$ cat src/rtl/u1_pkg.sv
//////////////////////////////////////////////////////////////////////
// bus widths, slave slots, register map, bus structs, time union
//////////////////////////////////////////////////////////////////////
package u1_pkg;

   // wishbone geometry
   localparam int DW       = 16;
   localparam int AW       = 11;
   localparam int SW       = 2;
   localparam int DECODE_W = 4;    // top address bits pick the slave

   localparam logic [DECODE_W-1:0] SLV_MISC     = 4'h0;
   localparam logic [DECODE_W-1:0] SLV_SETTINGS = 4'h5;

   // misc block, byte offsets in the low seven address bits
   localparam logic [6:0] REG_LEDS      = 7'd0;
   localparam logic [6:0] REG_CGEN_CTRL = 7'd4;
   localparam logic [6:0] REG_CGEN_ST   = 7'd6;    // read only
   localparam logic [6:0] REG_TEST      = 7'd8;

   localparam logic [DW-1:0] UNMAPPED_READ   = 16'hBEEF;
   localparam logic [DW-1:0] CGEN_CTRL_RESET = 16'd3;   // sync_b and ref_sel high

   // settings registers of the timekeeper
   localparam logic [7:0] SR_TIME64 = 8'd28;
   localparam logic [7:0] SR_SECS   = 8'd0;
   localparam logic [7:0] SR_TICKS  = 8'd1;
   localparam logic [7:0] SR_LOAD   = 8'd2;

   typedef struct packed {
      logic [AW-1:0] adr;
      logic [DW-1:0] dat;
      logic [SW-1:0] sel;
      logic          we;
      logic          cyc;
      logic          stb;
   } wb_req_t;

   typedef struct packed {
      logic [DW-1:0] dat;
      logic          ack;
   } wb_rsp_t;

   typedef struct packed {
      logic        stb;
      logic [7:0]  addr;
      logic [31:0] data;
   } set_bus_t;

   typedef struct packed {
      logic status;
      logic ld;
      logic refmon;
   } cgen_st_t;

   typedef struct packed {
      logic [31:0] secs;
      logic [31:0] ticks;
   } vita_fields_t;

   typedef union packed {
      logic [63:0]  raw;
      vita_fields_t fields;
   } vita_time_u;

endpackage

$ cat src/rtl/wb_decoder.sv
//////////////////////////////////////////////////////////////////////
// single master wishbone decode, two peer slaves, response mux
//////////////////////////////////////////////////////////////////////
`timescale 1ns/1ps

module wb_decoder
(
   input  u1_pkg::wb_req_t m_req_i,
   output u1_pkg::wb_rsp_t m_rsp_o,
   output u1_pkg::wb_req_t misc_req_o,
   input  u1_pkg::wb_rsp_t misc_rsp_i,
   output u1_pkg::wb_req_t set_req_o,
   input  u1_pkg::wb_rsp_t set_rsp_i
);

   logic [u1_pkg::DECODE_W-1:0] slot;
   logic                        hit_misc;
   logic                        hit_set;

   assign slot     = m_req_i.adr[u1_pkg::AW-1 -: u1_pkg::DECODE_W];
   assign hit_misc = (slot == u1_pkg::SLV_MISC);
   assign hit_set  = (slot == u1_pkg::SLV_SETTINGS);

   //////////////////////////////////////////////////////////////////////
   // request fan out, only the addressed slave sees the strobe
   always_comb
   begin
      misc_req_o     = m_req_i;
      misc_req_o.cyc = m_req_i.cyc & hit_misc;
      misc_req_o.stb = m_req_i.stb & hit_misc;

      set_req_o      = m_req_i;
      set_req_o.cyc  = m_req_i.cyc & hit_set;
      set_req_o.stb  = m_req_i.stb & hit_set;
   end

   //////////////////////////////////////////////////////////////////////
   // response return
   always_comb
   begin
      case (slot)
         u1_pkg::SLV_MISC:
            m_rsp_o = misc_rsp_i;
         u1_pkg::SLV_SETTINGS:
            m_rsp_o = set_rsp_i;
         default:
            m_rsp_o = '0;     // empty slot, never acks
      endcase
   end

endmodule

$ cat src/rtl/misc_regs.sv
//////////////////////////////////////////////////////////////////////
// slave 0, led / clock generator control / test registers
//////////////////////////////////////////////////////////////////////
`timescale 1ns/1ps

module misc_regs
(
   input  logic              wb_clk,
   input  logic              wb_rst,
   input  u1_pkg::wb_req_t   req_i,
   output u1_pkg::wb_rsp_t   rsp_o,
   input  u1_pkg::cgen_st_t  cgen_st_i,
   output logic [2:0]        led_o,
   output logic              cgen_sync_b_o,
   output logic              cgen_ref_sel_o
);

   logic [u1_pkg::DW-1:0] reg_leds;
   logic [u1_pkg::DW-1:0] reg_cgen_ctrl;
   logic [u1_pkg::DW-1:0] reg_test;
   logic [6:0]            offs;
   logic                  wr;

   assign offs = req_i.adr[6:0];
   assign wr   = req_i.cyc & req_i.stb & req_i.we;

   always_ff @(posedge wb_clk)
   begin
      if (wb_rst)
      begin
         reg_leds      <= '0;
         reg_cgen_ctrl <= u1_pkg::CGEN_CTRL_RESET;
         reg_test      <= '0;
      end
      else if (wr)
      begin
         case (offs)
            u1_pkg::REG_LEDS:      reg_leds      <= req_i.dat;
            u1_pkg::REG_CGEN_CTRL: reg_cgen_ctrl <= req_i.dat;
            u1_pkg::REG_TEST:      reg_test      <= req_i.dat;
            default:               ;
         endcase
      end
   end

   // board leds are wired out of order
   assign led_o          = {reg_leds[2], reg_leds[0], reg_leds[1]};
   assign cgen_sync_b_o  = reg_cgen_ctrl[1];
   assign cgen_ref_sel_o = reg_cgen_ctrl[0];

   //////////////////////////////////////////////////////////////////////
   // read side, zero wait
   always_comb
   begin
      case (offs)
         u1_pkg::REG_LEDS:      rsp_o.dat = reg_leds;
         u1_pkg::REG_CGEN_CTRL: rsp_o.dat = reg_cgen_ctrl;
         u1_pkg::REG_CGEN_ST:
            rsp_o.dat = {13'd0, cgen_st_i.status, cgen_st_i.ld, cgen_st_i.refmon};
         u1_pkg::REG_TEST:      rsp_o.dat = reg_test;
         default:               rsp_o.dat = u1_pkg::UNMAPPED_READ;
      endcase
   end

   assign rsp_o.ack = req_i.cyc & req_i.stb;

endmodule

$ cat src/rtl/settings_bus_16le.sv
//////////////////////////////////////////////////////////////////////
// slave 5, pairs of 16 bit writes into 32 bit settings strobes
//////////////////////////////////////////////////////////////////////
`timescale 1ns/1ps

module settings_bus_16le
(
   input  logic              wb_clk,
   input  logic              wb_rst,
   input  u1_pkg::wb_req_t   req_i,
   output u1_pkg::wb_rsp_t   rsp_o,
   output u1_pkg::set_bus_t  set_o
);

   logic [u1_pkg::DW-1:0] low_q;       // low half waiting for its partner
   logic                  wr;
   logic                  wr_low;
   logic                  wr_high;
   logic                  stb_q;
   logic [7:0]            addr_q;
   logic [31:0]           data_q;

   assign wr      = req_i.cyc & req_i.stb & req_i.we;
   assign wr_low  = wr & ~req_i.adr[1];
   assign wr_high = wr &  req_i.adr[1];

   always_ff @(posedge wb_clk)
   begin
      if (wb_rst)
         stb_q <= 1'b0;
      else
         stb_q <= wr_high;    // single cycle, one after the ack
   end

   always_ff @(posedge wb_clk)
   begin
      if (wr_low)
         low_q <= req_i.dat;
      if (wr_high)
      begin
         addr_q <= {3'd0, req_i.adr[6:2]};
         data_q <= {req_i.dat, low_q};
      end
   end

   assign set_o.stb  = stb_q;
   assign set_o.addr = addr_q;
   assign set_o.data = data_q;

   // write only
   assign rsp_o.dat = '0;
   assign rsp_o.ack = req_i.cyc & req_i.stb;

endmodule

$ cat src/rtl/time_64bit.sv
//////////////////////////////////////////////////////////////////////
// seconds/ticks timekeeper, immediate or pps-aligned load
//////////////////////////////////////////////////////////////////////
`timescale 1ns/1ps

module time_64bit
#(
   parameter logic [31:0] TICKS_PER_SEC = 32'd64000000,
   parameter logic [7:0]  BASE          = 8'd0
)
(
   input  logic               wb_clk,
   input  logic               wb_rst,
   input  u1_pkg::set_bus_t   set_i,
   input  logic               pps_i,
   output u1_pkg::vita_time_u vita_time_o,
   output logic               pps_int_o
);

   localparam logic [7:0] ADDR_SECS  = BASE + u1_pkg::SR_SECS;
   localparam logic [7:0] ADDR_TICKS = BASE + u1_pkg::SR_TICKS;
   localparam logic [7:0] ADDR_LOAD  = BASE + u1_pkg::SR_LOAD;

   logic [31:0]        pend_secs;
   logic [31:0]        pend_ticks;
   logic               armed;
   logic               pps_s1;
   logic               pps_s2;
   logic               pps_d;
   logic               pps_edge;
   logic               is_load;
   logic               load_now;
   u1_pkg::vita_time_u now_q;

   assign is_load  = set_i.stb & (set_i.addr == ADDR_LOAD);
   assign pps_edge = pps_s2 & ~pps_d;
   assign load_now = (is_load & set_i.data[0]) | (armed & pps_edge);

   // time waiting to be loaded
   always_ff @(posedge wb_clk)
   begin
      if (set_i.stb && set_i.addr == ADDR_SECS)
         pend_secs <= set_i.data;
      if (set_i.stb && set_i.addr == ADDR_TICKS)
         pend_ticks <= set_i.data;
   end

   //////////////////////////////////////////////////////////////////////
   // pps synchronizer, edge detect and arm flag
   always_ff @(posedge wb_clk)
   begin
      if (wb_rst)
      begin
         pps_s1    <= 1'b0;
         pps_s2    <= 1'b0;
         pps_d     <= 1'b0;
         pps_int_o <= 1'b0;
         armed     <= 1'b0;
      end
      else
      begin
         pps_s1    <= pps_i;
         pps_s2    <= pps_s1;
         pps_d     <= pps_s2;
         pps_int_o <= pps_edge;    // lines up with a pps load
         if (is_load)
            armed <= ~set_i.data[0];
         else if (pps_edge)
            armed <= 1'b0;
      end
   end

   //////////////////////////////////////////////////////////////////////
   // tick counter with rollover into seconds
   always_ff @(posedge wb_clk)
   begin
      if (wb_rst)
         now_q.raw <= '0;
      else if (load_now)
      begin
         now_q.fields.secs  <= pend_secs;   // no tick on the load cycle
         now_q.fields.ticks <= pend_ticks;
      end
      else if (now_q.fields.ticks == TICKS_PER_SEC - 32'd1)
      begin
         now_q.fields.ticks <= '0;
         now_q.fields.secs  <= now_q.fields.secs + 32'd1;
      end
      else
         now_q.fields.ticks <= now_q.fields.ticks + 32'd1;
   end

   assign vita_time_o = now_q;

endmodule

$ cat src/rtl/u1_core.sv
//////////////////////////////////////////////////////////////////////
// control plane top, wishbone decode, slaves and timekeeper
//////////////////////////////////////////////////////////////////////
`timescale 1ns/1ps

module u1_core
#(
   parameter logic [31:0] TICKS_PER_SEC = 32'd64000000
)
(
   input  logic              wb_clk,
   input  logic              wb_rst,
   input  u1_pkg::wb_req_t   wb_req_i,
   output u1_pkg::wb_rsp_t   wb_rsp_o,
   input  u1_pkg::cgen_st_t  cgen_st_i,
   output logic [2:0]        led_o,
   output logic              cgen_sync_b_o,
   output logic              cgen_ref_sel_o,
   input  logic              pps_i,
   output logic [63:0]       vita_time_o,
   output logic              pps_int_o
);

   u1_pkg::wb_req_t    misc_req;
   u1_pkg::wb_rsp_t    misc_rsp;
   u1_pkg::wb_req_t    set_req;
   u1_pkg::wb_rsp_t    set_rsp;
   u1_pkg::set_bus_t   set_bus;
   u1_pkg::vita_time_u vita_time;

   wb_decoder u_decoder
   (
      .m_req_i    (wb_req_i),
      .m_rsp_o    (wb_rsp_o),
      .misc_req_o (misc_req),
      .misc_rsp_i (misc_rsp),
      .set_req_o  (set_req),
      .set_rsp_i  (set_rsp)
   );

   // slave 0
   misc_regs u_misc_regs
   (
      .wb_clk         (wb_clk),
      .wb_rst         (wb_rst),
      .req_i          (misc_req),
      .rsp_o          (misc_rsp),
      .cgen_st_i      (cgen_st_i),
      .led_o          (led_o),
      .cgen_sync_b_o  (cgen_sync_b_o),
      .cgen_ref_sel_o (cgen_ref_sel_o)
   );

   // slave 5
   settings_bus_16le u_settings
   (
      .wb_clk (wb_clk),
      .wb_rst (wb_rst),
      .req_i  (set_req),
      .rsp_o  (set_rsp),
      .set_o  (set_bus)
   );

   time_64bit #(.TICKS_PER_SEC(TICKS_PER_SEC), .BASE(u1_pkg::SR_TIME64)) u_time
   (
      .wb_clk      (wb_clk),
      .wb_rst      (wb_rst),
      .set_i       (set_bus),
      .pps_i       (pps_i),
      .vita_time_o (vita_time),
      .pps_int_o   (pps_int_o)
   );

   assign vita_time_o = vita_time.raw;

endmodule

$ cat config.mk
export PLATFORM = sky130hd
export DESIGN_NAME = u1_core
export DESIGN_NICKNAME = d
export VERILOG_FILES = /design/src/rtl/u1_pkg.sv /design/src/rtl/wb_decoder.sv /design/src/rtl/misc_regs.sv /design/src/rtl/settings_bus_16le.sv /design/src/rtl/time_64bit.sv /design/src/rtl/u1_core.sv
export SDC_FILE = /design/constraint.sdc
export NUM_CORES = 1
export LEC_CHECK = 0
export BUFFER_PORTS_ARGS = -buffer_cell sky130_fd_sc_hd__buf_2
export CAP_MARGIN = 5
export CORE_AREA = 2 2 154 156
export DETAILED_ROUTE_END_ITERATION = 7
export DIE_AREA = 0 0 156 158
export HOLD_SLACK_MARGIN = 0.1
export PLACE_DENSITY = 0.67
export SLEW_MARGIN = 20
export SYNTH_ARGS = -nofsm -noshare
export SYNTH_HDL_FRONTEND = slang
export SYNTH_HIERARCHICAL = 1
export SYNTH_SLANG_ARGS = --single-unit
$ cat constraint.sdc
create_clock -name wb_clk -period 3.81 [get_ports wb_clk]
set_input_delay 0 -clock wb_clk [delete_from_list [all_inputs] [get_ports wb_clk]]
set_output_delay 0 -clock wb_clk [all_outputs]
set_load 0.005 [all_outputs]
==> run summary <==
status: finished clean
syn avg cell area: 11.0 um2
maximum VDD drop: 0.384 mV
setup tns final: 0 ns
reg2reg path depth: 6
Crit. End Element: register
vias in the first global route: 6872
min-delay src: wb_req_i[2]
pins over their slew limit: 0
Antenna Nets Post-Route: 0
reg2reg end: u_time/vita_time_o[58]
detailed-placement wirelength estimate: 16500 um
clk buf depth: 3
vias: 7525
Hold Path Class: input port to register
routed len/inst: 18.0 um
area delta synth->final: 14.0%
Max Cap Viol: 0
post-synthesis cell count: 971
hold endpoint: u_settings/low_q[0]
Crit-path slowest cell: or4_4
Critical Path, Cell by Cell: ha_1, nand4_1, or4_4, or3_1, o311a_1, a221o_1
fin crit period: 2.96 ns
Worst Path Required: 4.21 ns
critical path peak fanout: 17
Die H: 158 um
Setup WS pre-CTS: 0.889 ns
routed wire length: 24500 um
Clock H-tree levels: 1
Worst path max stage delay: 0.75 ns
final setup fails: 0
Worst-Margin Slew: 1.08 ns
Die Width: 156 um
Total GRT Usage: 19.6%
Fill cells: 2010
clock-pin slew of the registers on the worst-case setup and hold paths: 0.06 ns
critical path type: register to register
1st-pass router iterations: 5
Critical Path Source Type: register
CTS Root Cell: clkbuf_16
pin count of the biggest net entering global routing: 68
die area: 24600 um2
Skew-Pair Late Insertion Delay: 0.51 ns
Pwr Total: 5.37 mW
DR iter-0 viols: 690
post-CTS repair timing setup buffer count: 0
Final Skew: 0.0180 ns
I/O Buffers: 122
final worst slack: 0.852 ns
Core Region: 23100 um2
RSZ-0062 raised after global routing: no
Max Clk Rate: 338 MHz
Vias per Instance: 5.53
row cnt: 56
slew margin rel.: 28.0%
Final Net Count: 1093
share of cells above drive strength 1: 18.8%
IO Pins: 125
r2r startpoint: u_time/vita_time_o[0]
antenna violations before repair: 0
Placer Congestion: 0.855
Register-to-Register Setup Slack: 0.85 ns
# DRC: 0
total CTS buffers: 25
crit path DAT: 3.35 ns
Yosys Warn Count: 6
hold path depth: 4
Antenna Cells: 0
CTS tree: built
Initial Util: 46.5%
final hold slack: 0.125 ns
cell area power density: 440 nW/um2
Mapped Area: 10700 um2
Hold Vio Cnt, Final: 0
grt ovf: 0
Sink Count: 235
final period utilization: 77.6%
leak pwr: 4.62 nW
global-route wire length before repair: 38000 um
[power by group]
group / total [mW] / leakage [nW] / internal (mW) / switching, mW
Sequential: 2.64 / 2.00 / 2.64 / 0.00305
Clock: 2.57 / 0.438 / 1.58 / 0.986
Combinational: 0.166 / 2.18 / 0.0718 / 0.0945
Total: 5.37 / 4.62 / 4.29 / 1.08
[stage by stage]
step | cells | area [um2] | util (%)
CTS | 1361 | 12200 | 53.0
global route | 1361 | 12200 | 53.0
global placement | 1292 | 11100 | 48.1
detailed placement | 1292 | 11100 | 48.1
finish | 1361 | 12200 | 53.0
floorplan | 989 | 10800 | -
[layout by cell type (no fill, tap or decap), types with 6 or more instances in the layout]
cell / instances
buf_4: 13
a211oi_1: 13
xnor2_1: 26
buf_2: 122
nand2_1: 77
nand4_1: 19
or4_1: 7
or3b_1: 17
nor2_1: 40
mux2i_1: 55
mux2_2: 11
edfxtp_1: 117
a21oi_1: 26
nand2b_1: 65
or3_1: 6
o21ai_0: 32
clkbuf_16: 26
and3_1: 9
inv_1: 6
nor3_1: 16
and4_1: 10
conb_1: 19
a221o_1: 11
xor2_1: 16
nor4_1: 22
dlygate4sd3_1: 24
dfxtp_1: 118
o211ai_1: 6
nand3_1: 59
[critical path, delay by kind of cell, from the launching register on]
family / cells / cell delay [ns]
and+or+nand+nor: 3 / 1.63
DFF: 1 / 0.37
adders and majority gates: 1 / 0.23
AOI/OAI and AO/OA: 2 / 0.61
[final cells by class]
class | instances | area, um2 | area share [%]
sequential | 235 | 5880 | 48.1
multi-input combinational | 626 | 4120 | 33.7
timing repair buffer | 159 | 948 | 7.76
clock buffer | 31 | 699 | 5.72
tap | 290 | 363 | 2.97
clock inverter | 14 | 189 | 1.55
inverter | 6 | 22.5 | 0.184
[timing repair]
action,CTS,global route
hold buffers,24,0
gates resized for setup,0,0
endpoints found under the hold margin,96,0
[flip-flops by register name, summed over array words and instances (netlist names), 5 cells and up]
| name | flops |
|---|---|
| u_misc_regs/reg_cgen_ctrl | 16 |
| u_misc_regs/reg_leds | 16 |
| u_misc_regs/reg_test | 16 |
| u_settings/addr_q | 5 |
| u_settings/data_q | 32 |
| u_settings/low_q | 16 |
| u_time/pend_secs | 32 |
| u_time/pend_ticks | 32 |
| u_time/vita_time_o | 64 |
[worst max path at each step]
stage	startpoint	endpoint	slack, ns	cells after the start
2_1_floorplan	u_settings/stb_q	u_time/pend_secs[0]	1.06	4
3_3_place_gp	u_time/vita_time_o[0]	u_time/vita_time_o[58]	0.93	6
3_5_place_dp	u_time/vita_time_o[0]	u_time/vita_time_o[58]	0.89	6
4_1_cts	u_time/vita_time_o[0]	u_time/vita_time_o[58]	0.85	6
5_1_grt	wb_req_i[26]	wb_rsp_o[4]	0.75	8
6_report	u_time/vita_time_o[0]	u_time/vita_time_o[58]	0.85	6
[metal layers]
metal,routed length [um],up-vias,track usage [%]
met5,0,-,0
met4,643,0,5.81
met3,1490,36,2.57
met2,11400,253,31.2
met1,11000,3602,28.0
li1,-,3634,-
Note: power is estimated with default switching activity, not from simulation.
